### src/scope_params.svh
// Scope capture front end
// Address map and widths

`ifndef SCOPE_PARAMS_SVH
`define SCOPE_PARAMS_SVH

// Bus address of register 0
`define SCOPE_BASE_ADDRESS 32'h43C0_0000

// Sample width from the ADC
`define SCOPE_DATA_WIDTH 16

// Bus address and data width
`define SCOPE_BUS_WIDTH 32

// Register byte offsets within the block
`define SCOPE_REG_PERIOD 32'h0000_0000
`define SCOPE_REG_BASE   32'h0000_0004
`define SCOPE_REG_ENABLE 32'h0000_0008

`endif

### src/scope_pkg.sv
// Scope shared types

`include "scope_params.svh"

`default_nettype none

package scope_pkg;

    // Bus write handling states
    typedef enum logic {
        idle = 1'b0,
        act  = 1'b1
    } control_state_t;

    // Offset within the register block and in beat address math
    typedef logic [`SCOPE_BUS_WIDTH-1:0] reg_offset_t;

endpackage

`default_nettype wire

### src/simple_bus_if.sv
// Simple memory-mapped bus

`include "scope_params.svh"

`default_nettype none

interface simple_bus_if;

    logic [`SCOPE_BUS_WIDTH-1:0] address;
    logic [`SCOPE_BUS_WIDTH-1:0] write_data;
    logic                        write_strobe;
    logic [`SCOPE_BUS_WIDTH-1:0] read_data;
    logic                        ready;

    modport master (
        output address,
        output write_data,
        output write_strobe,
        input  read_data,
        input  ready
    );

    modport slave (
        input  address,
        input  write_data,
        input  write_strobe,
        output read_data,
        output ready
    );

endinterface

`default_nettype wire

### src/scope_control.sv
// Scope control unit
// Register file behind the simple bus

`include "scope_params.svh"

`default_nettype none

module scope_control (
    input  logic                        clock,
    input  logic                        reset,
    simple_bus_if.slave                 bus,
    output logic [`SCOPE_BUS_WIDTH-1:0] frame_period,
    output logic [`SCOPE_BUS_WIDTH-1:0] buffer_base,
    output logic                        capture_enable,
    output logic [`SCOPE_BUS_WIDTH-1:0] dma_transfer_size
);

    import scope_pkg::*;

    control_state_t              state;
    logic                        act_done;
    reg_offset_t                 latched_offset;
    logic [`SCOPE_BUS_WIDTH-1:0] latched_data;
    reg_offset_t                 read_offset;

    // Capture address and data of an accepted write
    always_ff @(posedge clock) begin
        if (bus.write_strobe && bus.ready) begin
            latched_offset <= reg_offset_t'(bus.address - `SCOPE_BASE_ADDRESS);
            latched_data   <= bus.write_data;
        end
    end

    // Idle waits for a write and act applies it before releasing the bus
    always_ff @(posedge clock) begin
        if (!reset) begin
            state             <= idle;
            act_done          <= 1'b0;
            bus.ready         <= 1'b1;
            frame_period      <= '0;
            buffer_base       <= '0;
            capture_enable    <= 1'b0;
            dma_transfer_size <= '0;
        end else begin
            case (state)
                idle: begin
                    act_done <= 1'b0;
                    if (bus.write_strobe && bus.ready) begin
                        bus.ready <= 1'b0;
                        state     <= act;
                    end
                end
                act: begin
                    if (act_done) begin
                        // Register already updated so hand the bus back
                        act_done  <= 1'b0;
                        bus.ready <= 1'b1;
                        state     <= idle;
                    end else begin
                        act_done <= 1'b1;
                        case (latched_offset)
                            `SCOPE_REG_PERIOD: begin
                                frame_period      <= latched_data;
                                // Four bytes per beat
                                dma_transfer_size <= latched_data << 2;
                            end
                            `SCOPE_REG_BASE: begin
                                buffer_base <= latched_data;
                            end
                            `SCOPE_REG_ENABLE: begin
                                capture_enable <= latched_data[0];
                            end
                            default: begin
                                // Unmapped offsets are dropped
                            end
                        endcase
                    end
                end
                default: begin
                    state <= idle;
                end
            endcase
        end
    end

    // Readback follows the address with no strobe
    always_comb begin
        read_offset = reg_offset_t'(bus.address - `SCOPE_BASE_ADDRESS);
        case (read_offset)
            `SCOPE_REG_PERIOD: bus.read_data = frame_period;
            `SCOPE_REG_BASE:   bus.read_data = buffer_base;
            `SCOPE_REG_ENABLE: bus.read_data = {{(`SCOPE_BUS_WIDTH-1){1'b0}}, capture_enable};
            default:           bus.read_data = '0;
        endcase
    end

endmodule

`default_nettype wire

### src/capture_framer.sv
// Capture framer
// ADC samples to DMA write beats

`include "scope_params.svh"

`default_nettype none

module capture_framer (
    input  logic                        clock,
    input  logic                        reset,
    input  logic [`SCOPE_BUS_WIDTH-1:0] frame_period,
    input  logic [`SCOPE_BUS_WIDTH-1:0] buffer_base,
    input  logic                        capture_enable,
    input  logic [`SCOPE_DATA_WIDTH-1:0] sample_data,
    input  logic                        sample_valid,
    output logic                        dma_valid,
    output logic [`SCOPE_BUS_WIDTH-1:0] dma_address,
    output logic [`SCOPE_DATA_WIDTH-1:0] dma_data,
    output logic                        dma_last
);

    import scope_pkg::*;

    reg_offset_t frame_index;
    logic        frame_end;
    logic        beat_valid;
    logic        beat_last;

    // Last beat of a frame
    // Periods of 0 and 1 end every beat
    always_comb begin
        if (frame_period <= 1) begin
            frame_end = 1'b1;
        end else begin
            frame_end = (frame_index >= frame_period - 1);
        end
    end

    // Sample index within the current frame
    always_ff @(posedge clock) begin
        if (!reset) begin
            frame_index <= '0;
        end else if (!capture_enable) begin
            frame_index <= '0;
        end else if (sample_valid) begin
            frame_index <= frame_end ? reg_offset_t'(0) : frame_index + 1;
        end
    end

    // Beat control
    always_ff @(posedge clock) begin
        if (!reset) begin
            beat_valid <= 1'b0;
            beat_last  <= 1'b0;
        end else begin
            beat_valid <= capture_enable && sample_valid;
            beat_last  <= capture_enable && sample_valid && frame_end;
        end
    end

    // Beat payload
    always_ff @(posedge clock) begin
        if (sample_valid) begin
            dma_data    <= sample_data;
            dma_address <= buffer_base + (frame_index << 2);
        end
    end

    // A beat still in flight when capture is switched off is dropped
    assign dma_valid = beat_valid && capture_enable;
    assign dma_last  = beat_last && capture_enable;

endmodule

`default_nettype wire

### src/scope_top.sv
// Scope capture front end top

`include "scope_params.svh"

`default_nettype none

module scope_top (
    input  logic                         clock,
    input  logic                         reset,
    input  logic [`SCOPE_BUS_WIDTH-1:0]  bus_address,
    input  logic [`SCOPE_BUS_WIDTH-1:0]  bus_write_data,
    input  logic                         bus_write_strobe,
    output logic [`SCOPE_BUS_WIDTH-1:0]  bus_read_data,
    output logic                         bus_ready,
    input  logic [`SCOPE_DATA_WIDTH-1:0] sample_data,
    input  logic                         sample_valid,
    output logic                         dma_valid,
    output logic [`SCOPE_BUS_WIDTH-1:0]  dma_address,
    output logic [`SCOPE_DATA_WIDTH-1:0] dma_data,
    output logic                         dma_last,
    output logic [`SCOPE_BUS_WIDTH-1:0]  dma_transfer_size
);

    logic [`SCOPE_BUS_WIDTH-1:0] frame_period;
    logic [`SCOPE_BUS_WIDTH-1:0] buffer_base;
    logic                        capture_enable;

    simple_bus_if bus ();

    // Master side comes straight from the pins
    assign bus.address      = bus_address;
    assign bus.write_data   = bus_write_data;
    assign bus.write_strobe = bus_write_strobe;
    assign bus_read_data    = bus.read_data;
    assign bus_ready        = bus.ready;

    scope_control i_control (
        .clock             (clock),
        .reset             (reset),
        .bus               (bus.slave),
        .frame_period      (frame_period),
        .buffer_base       (buffer_base),
        .capture_enable    (capture_enable),
        .dma_transfer_size (dma_transfer_size)
    );

    capture_framer i_framer (
        .clock          (clock),
        .reset          (reset),
        .frame_period   (frame_period),
        .buffer_base    (buffer_base),
        .capture_enable (capture_enable),
        .sample_data    (sample_data),
        .sample_valid   (sample_valid),
        .dma_valid      (dma_valid),
        .dma_address    (dma_address),
        .dma_data       (dma_data),
        .dma_last       (dma_last)
    );

endmodule

`default_nettype wire

### config.mk
export PLATFORM = sky130hd
export DESIGN_NAME = scope_top
export DESIGN_NICKNAME = d
export VERILOG_FILES = /design/src/scope_pkg.sv /design/src/simple_bus_if.sv /design/src/scope_control.sv /design/src/capture_framer.sv /design/src/scope_top.sv
export VERILOG_INCLUDE_DIRS = /design/src /design/src/src
export SDC_FILE = /design/constraint.sdc
export NUM_CORES = 1
export LEC_CHECK = 0
export BUFFER_PORTS_ARGS = -buffer_cell sky130_fd_sc_hd__buf_2
export CORE_MARGIN = 2
export CORE_UTILIZATION = 40
export DETAILED_ROUTE_END_ITERATION = 8
export GPL_TIMING_DRIVEN = 0
export PLACE_DENSITY = 0.63
export SYNTH_ARGS = -nofsm -noshare
export SYNTH_HDL_FRONTEND = slang
export SYNTH_SLANG_ARGS = --single-unit
### constraint.sdc
create_clock -name clock -period 9.5 [get_ports clock]
set_clock_uncertainty 0.05 [all_clocks]
set_input_delay 0.95 -clock clock [delete_from_list [all_inputs] [get_ports clock]]
set_output_delay 0.95 -clock clock [all_outputs]
set_load 0.02 [all_outputs]
==> impl_results.md, run 1 <==
- Syn Area/Cell: 10.77 µm²
- Power per cell area: 150.1 nW/µm²
- Starting DRC count in detailed routing: 424
- Total via count after detailed routing: 8184
- Leakage: 5.699 nW
- Clk network pwr share: 45.4%
- Count of placed standard cells in the final layout, fillers left out: 1662
- Cell area after placement: 12670 µm²
- Resized cells post-CTS: 0
- Capture endpoint of the worst hold path: i_framer.dma_address[1]$_DFFE_PP_
- Hold Path Stages: 0
- Layout Cell Area excl Fill: 13460 µm²
- Vias in the first global route: 7744
- Count of buffers from port buffering: 196
- Die Height: 171.3 µm
- CTS tree: built
- Most common cell after layout, fill and taps aside: buf_2
- Count of cells along the worst register-to-register path: 16
- Placed Instances: 1615
- Top library cells by usage in the layout, fill and taps aside: 197 x buf_2, 112 x edfxtp_1, 102 x dfxtp_1, 100 x nor2_1, 98 x mux2i_1
- Core Region: 27630 µm²
- Max Buffers Root-to-Sink: 3
- Post-Syn Instances: 1039
- Syn Std Cell Area: 11190 µm²
- Half-perimeter wire length after detailed placement: 21450 µm
- Biggest area consumer among synthesized cells: edfxtp_1
- Post-detailed-route via-to-cell ratio: 4.924
- Arrival time at the worst endpoint: 5.74 ns
- Number of buffers inserted to repair setup after CTS: 0
- Global-route wire length before repair: 41900 µm
- Max Slew Vio Count: 0
- Max-Cap Viols: 0
- Sequential-to-total area share from yosys stat: 48.30%
- Summed negative setup slack over all endpoints: 0 ns
- Hold Path Origin: i_control.buffer_base[1]$_SDFFE_PN0P_
- Timing-limited maximum frequency: 0.1873 GHz
- Critical path startpoint category: register
- Number of buffers created by CTS: 25
- Result of the run: complete, no violations
- Clock-pin slew on the worst setup and hold paths: 0.06 ns
- Worst hold slack: 0.4226 ns
- Portion of the clock cycle consumed by the worst path in the final layout: 56.19%
- Net count reported at finish: 1415
- Portion of total power attributed to combinational logic: 4.3%
- Cell variety after synth: 65
- Worst min path class: register to register
- Reg-to-reg startpoint: i_control.frame_period[9]$_SDFFE_PN0P_
- Capture instance of the worst register-to-register path: i_framer.frame_index[29]$_SDFFE_PN0P_
- Insertion delay to the later sink of the worst-skew pair: 0.54 ns
- Depth of the CTS H-tree: 1
- Area fraction of the dominant cell type after synthesis: 30.05%
- Maximum fanout along the worst path: 10
- Worst ir drop on vdd: 0.1605 mV
- Top flip-flop cell by instance count after synthesis: edfxtp_1
- Total routed wirelength: 27250 µm
- Starting density of the core: 40.51%
- Actual transition at the worst max-transition pin: 1.234 ns
- Post-layout minimum cycle time: 5.338 ns
- Post-synthesis register bit count: 214
- Final count of negative-setup-slack endpoints: 0
- Reg-to-reg slack, setup: 4.16 ns
- Boundary Pins: 199
- Largest cells by area after synthesis: edfxtp_1 30%, dfxtp_1 18%, mux2i_1 8.8%
- Post-route ant nets: 0
- Global-route congestion overflow total: 0
- Horizontal extent of the die: 171.3 µm
- Final Wtd Congestion: 0.8452
- Post-detailed-route wirelength per cell: 16.40 µm
- Clk sink count: 214
- Net Sw Frac: 21.93%
- Post-layout power: 2.020 mW
- First drt pass iteration count: 4
- Setup repair after global routing missed its margin: false
- # hold bufs at CTS: 0
- Sort of element at the end of the critical path: register
- Hold violation count in the final report: 0
- Worst-case headroom to the max-slew limit: 17.71%
- All-layer global routing usage: 18.26%
- Kind of critical path: register to register
- Area added between synthesis and finish: 20.28%
- Share of synthesized flip-flops with an asynchronous set or reset: 0%
- Reg power frac: 50.4%
- Number of enable-type register cells in the synthesized netlist: 112
- Ratio of cells with drive above 1 in the final layout: 21.82%
- NetSw: 443.1 µW
- Area enclosed by the die boundary: 29330 µm²
- Number of warnings issued by yosys: 0
- Data required, critical path: 9.90 ns
- Number of core rows: 61
- DRC Markers: 0
- Internal Power: 1.577 mW
- Antenna violations before repair: 1
- Pin count of the biggest net entering global routing: 55
- Clk root buf: clkbuf_16
[state kept, by name, indices dropped and copies added (netlist names)]
| signal | cells |
|---|---|
| i_framer.beat_last | 1 |
| i_control.state | 1 |
| i_control.bus.ready | 1 |
| i_framer.frame_index | 32 |
| i_control.act_done | 1 |
| i_framer.beat_valid | 1 |
| i_framer.dma_data | 16 |
| i_control.frame_period | 32 |
| i_control.capture_enable | 1 |
| i_framer.dma_address | 32 |
| i_control.latched_data | 32 |
| i_control.latched_offset | 32 |
| i_control.buffer_base | 32 |
[worst max-delay path by stage]
stage,start,endpoint,slack [ns],cells after the start
final,i_control.frame_period[9]$_SDFFE_PN0P_,i_framer.frame_index[29]$_SDFFE_PN0P_,4.16,16
after global routing,i_control.frame_period[9]$_SDFFE_PN0P_,i_framer.frame_index[29]$_SDFFE_PN0P_,3.85,16
after CTS,i_control.frame_period[9]$_SDFFE_PN0P_,i_framer.frame_index[29]$_SDFFE_PN0P_,4.19,16
after detailed placement,i_control.frame_period[9]$_SDFFE_PN0P_,i_framer.frame_index[29]$_SDFFE_PN0P_,4.24,16
after global placement,i_control.frame_period[9]$_SDFFE_PN0P_,i_framer.frame_index[21]$_SDFFE_PN0P_,4.23,16
after floorplan,i_control.frame_period[9]$_SDFFE_PN0P_,i_framer.frame_index[21]$_SDFFE_PN0P_,4.93,16
[synthesized netlist by cell type (28+ instances only)]
| cell | n |
|---|---|
| edfxtp_1 | 112 |
| dfxtp_1 | 102 |
| nor2_1 | 100 |
| mux2i_1 | 98 |
| nor2b_1 | 72 |
| ha_1 | 66 |
| nand2_1 | 50 |
| xor2_1 | 47 |
| xnor2_1 | 43 |
| a21oi_1 | 40 |
| buf_4 | 32 |
| nand3_1 | 29 |
| clkbuf_1 | 28 |
[cell type report]
type	count	area [µm²]
well taps	378	473.0
inverters	19	71.32
multi-input cells	742	5355
plain buffers	65	365.4
repair buffers	197	1001
clock buffers	27	633.1
clock inverters	19	155.1
diodes	1	2.502
fillers	2636	14170
flip-flops and latches	214	5405
[kinds of logic after synthesis]
| logic type | Yosys count | synth area share (%) |
|---|---|---|
| multiplexers | 99 | 8.865 |
| adder cells (fa/ha/maj) | 67 | 7.557 |
| XOR/XNOR | 90 | 7.043 |
| flip-flops | 214 | 48.30 |
| other | 1 | 0.03351 |
| AND/OR/NAND/NOR | 359 | 16.95 |
| AO/OA/AOI/OAI | 125 | 7.356 |
| buffers and inverters | 84 | 3.902 |
[stage by stage]
stage | setup slack [ns] | util [%]
after floorplan | 4.927 | -
after global placement | 4.235 | 45.78
after detailed placement | 4.239 | 45.86
after CTS | 4.194 | 48.71
after global routing | 3.852 | 48.71
final | 4.162 | 48.72
[worst max-delay path: stages, from the launching register on]
cell,delay (ns)
dfxtp_1,0.42
or4_4,0.60
or4_4,0.45
or2_4,0.26
nand2b_4,0.15
or4_4,0.49
nor4_4,0.16
xnor2_1,0.16
ha_1,0.28
and4_1,0.25
a221o_1,0.34
a31o_2,0.25
nor3_1,0.55
o21bai_1,0.18
buf_2,0.23
buf_1,0.26
nor2_1,0.16
[layer usage]
layer  up-vias  global-route usage, %  part of all wire [%]
met5         -                      0                     0
met4         0                  4.200                   2.0
met3        39                  4.556                   6.7
met2       197                  29.96                    45
met1      3768                  24.31                    46
li1       4180                      -                     -
[power groups by stage]
| stage | clock, mW | combinational (mW) | sequential (mW) |
|---|---|---|---|
| finish | 0.916 | 0.0860 | 1.02 |
| detailed placement | 0 | 0.0876 | 1.04 |
| CTS | 0.940 | 0.0877 | 1.02 |
| global placement | 0 | 0.0847 | 1.04 |
| floorplan | 0 | 0.0278 | 1.05 |
| global route | 0.974 | 0.0943 | 1.02 |
No activity file was read; power rests on OpenSTA's default activity.
==> run 2: changes to the inputs <==
Clock period 9.5 ns to 5.1 ns, I/O delays scaled along.
==> run 2 against run 1 <==
Net effect: global-route usage stayed put; critical path depth is 1 lower; final cell count hardly changed; clock-buffer cell count stayed put; total power is 86% higher; register-to-register slack worse by 3.9 ns; sequential power is 86% higher; combinational power is 86% higher; clock power is 87% higher; setup slack worse by 3.9 ns; largest cell class unchanged; largest power group unchanged; highest routed layer unchanged.
==> impl_results.md, run 2 (synthesis results as in run 1) <==
- Area added between synthesis and finish: 20.35%
- Total routed wirelength: 27270 µm
- Depth of the CTS H-tree: 1
- Max Buffers Root-to-Sink: 3
- Reg-to-reg slack, setup: 0.28 ns
- Core Region: 27630 µm²
- Net Sw Frac: 21.97%
- Final Wtd Congestion: 0.8452
- Post-layout power: 3.765 mW
- Cell breakdown of the critical path: or4_4, or4_4, or2_4, nand2b_4, or4_4, nor4_4, xnor2_1, ha_1, and4_1, a221o_1, a31o_2, nor3_4, o21bai_1, buf_2, nor2_1
- Pin count of the biggest net entering global routing: 55
- GR Layer Usage met1: 24.31%
- Worst slack at placement: -0.1607 ns
- Area enclosed by the die boundary: 29330 µm²
- Internal Power: 2.938 mW
- Hold Path Origin: bus_write_data[13]
- Worst ir drop on vdd: 0.2985 mV
- Worst min path class: input port to register
- CTS tree: built
- Boundary Pins: 199
- Total via count after detailed routing: 8189
- Number of buffers created by CTS: 25
- Capture instance of the worst register-to-register path: i_framer.frame_index[29]$_SDFFE_PN0P_
- Final count of negative-setup-slack endpoints: 0
- FILL cells: 2633
- Layout Cell Area excl Fill: 13470 µm²
- Hold Path Stages: 1
- Global-route congestion overflow total: 0
- Net count reported at finish: 1414
- Most common cell after layout, fill and taps aside: buf_2
- Starting density of the core: 40.51%
- Count of buffers from port buffering: 196
- Worst-case headroom to the max-slew limit: 17.21%
- Die Height: 171.3 µm
- Insertion delay to the later sink of the worst-skew pair: 0.54 ns
- Final critical-path setup slack: 0.2847 ns
- Maximum fanout along the worst path: 19
- Core utilization of the finished layout: 48.75%
- Global-route wire length before repair: 41900 µm
- Vias in the first global route: 7746
- Portion of the clock cycle consumed by the worst path in the final layout: 94.42%
- NetSw: 827.1 µW
- Antenna violations before repair: 1
- Arrival time at the worst endpoint: 5.22 ns
- Post-detailed-route wirelength per cell: 16.42 µm
- Starting DRC count in detailed routing: 383
- Worst hold slack: 0.09319 ns
- Busiest grt layer: met2
- Timing-limited maximum frequency: 0.2077 GHz
- Top library cells by usage in the layout, fill and taps aside: 197 x buf_2, 112 x edfxtp_1, 102 x dfxtp_1, 100 x nor2_1, 98 x mux2i_1
- Kind of critical path: register to register
- Actual transition at the worst max-transition pin: 1.242 ns
- Reg-to-reg startpoint: i_control.frame_period[9]$_SDFFE_PN0P_
- Count of cells along the worst register-to-register path: 15
- Number of buffers inserted to repair setup after CTS: 0
- Slowest stage cell on the critical path: or4_4
- Power per cell area: 279.5 nW/µm²
- Clk network pwr share: 45.4%
- All-layer global routing usage: 18.26%
- Reg power frac: 50.4%
- Number of buffer and inverter instances along the worst setup path: 1
- Horizontal extent of the die: 171.3 µm
- Portion of total power attributed to combinational logic: 4.3%
- Critical path startpoint category: register
- Hold violation count in the final report: 0
- Number of core rows: 61
- Kind of cell adding the most delay to the critical path: simple AND/OR/NAND/NOR gates
- Max-Cap Viols: 0
- First drt pass iteration count: 5
- Post-route ant nets: 0
- Post-detailed-route via-to-cell ratio: 4.930
- Max Slew Vio Count: 0
- Clk sink count: 214
- Placed Instances: 1615
- Half-perimeter wire length after detailed placement: 21450 µm
- Stage delay of the slowest cell on the critical path: 0.60 ns
- Ratio of cells with drive above 1 in the final layout: 21.92%
- Result of the run: complete, no violations
- Sort of element at the end of the critical path: register
- Leakage: 5.698 nW
- Count of placed standard cells in the final layout, fillers left out: 1661
- Clk root buf: clkbuf_16
- Cell area after placement: 12670 µm²
- DRC Markers: 0
- Met3 Use GR: 4.556%
- Clock-pin slew on the worst setup and hold paths: 0.06 ns
- Met2 track utilization from global routing: 29.96%
- Cell type with the highest occurrence count on the critical path: or4_4
- Summed negative setup slack over all endpoints: 0 ns
- Setup repair after global routing missed its margin: false
- Data required, critical path: 5.50 ns
- Capture endpoint of the worst hold path: i_control.latched_data[13]$_DFFE_PP_
- Post-layout minimum cycle time: 4.815 ns
## run 2: worst max path at each step
| stage | startpoint | endpoint | slack [ns] | cells after the start |
|---|---|---|---|---|
| 2_1_floorplan | i_control.frame_period[9]$_SDFFE_PN0P_ | i_framer.frame_index[21]$_SDFFE_PN0P_ | 0.53 | 16 |
| 3_3_place_gp | i_control.frame_period[9]$_SDFFE_PN0P_ | i_framer.frame_index[21]$_SDFFE_PN0P_ | -0.17 | 16 |
| 3_5_place_dp | i_control.frame_period[9]$_SDFFE_PN0P_ | i_framer.frame_index[29]$_SDFFE_PN0P_ | -0.16 | 16 |
| 4_1_cts | i_control.frame_period[9]$_SDFFE_PN0P_ | i_framer.frame_index[29]$_SDFFE_PN0P_ | 0.07 | 16 |
| 5_1_grt | i_control.frame_period[9]$_SDFFE_PN0P_ | i_framer.frame_index[29]$_SDFFE_PN0P_ | 0.03 | 15 |
| 6_report | i_control.frame_period[9]$_SDFFE_PN0P_ | i_framer.frame_index[29]$_SDFFE_PN0P_ | 0.28 | 15 |
## run 2: power groups by stage
stage / Combinational, mW / Sequential [mW] / Clock [mW]
2_1_floorplan: 0.0518 / 1.96 / 0
3_3_place_gp: 0.158 / 1.94 / 0
3_5_place_dp: 0.163 / 1.93 / 0
4_1_cts: 0.163 / 1.90 / 1.75
5_1_grt: 0.176 / 1.90 / 1.81
6_report: 0.160 / 1.90 / 1.71
## run 2: what timing repair did
action	in CTS	in global routing
hold buffers	0	0
endpoints found under the setup margin	10	10
gates resized for setup	2	0
## run 2: layout make-up
cell class                      instances  area [µm²]  area share (%)
Clock inverter                         19       155.1           1.152
Sequential cell                       214        5405           40.13
Clock buffer                           27       633.1           4.700
Timing Repair Buffer                  197        1001           7.431
Antenna cell                            1       2.502         0.01858
Inverter                               19       71.32          0.5295
Tap cell                              378       473.0           3.511
Buffer                                 64       361.6           2.685
Multi-Input combinational cell        742        5366           39.84
## run 2: metal layers
layer  up-vias  routed length [µm]  part of all wire [%]
li1       4169                   -                     -
met1      3787               12620                    46
met2       198               12310                    45
met3        35                1828                   6.7
met4         0                 516                   1.9
met5         -                   0                     0
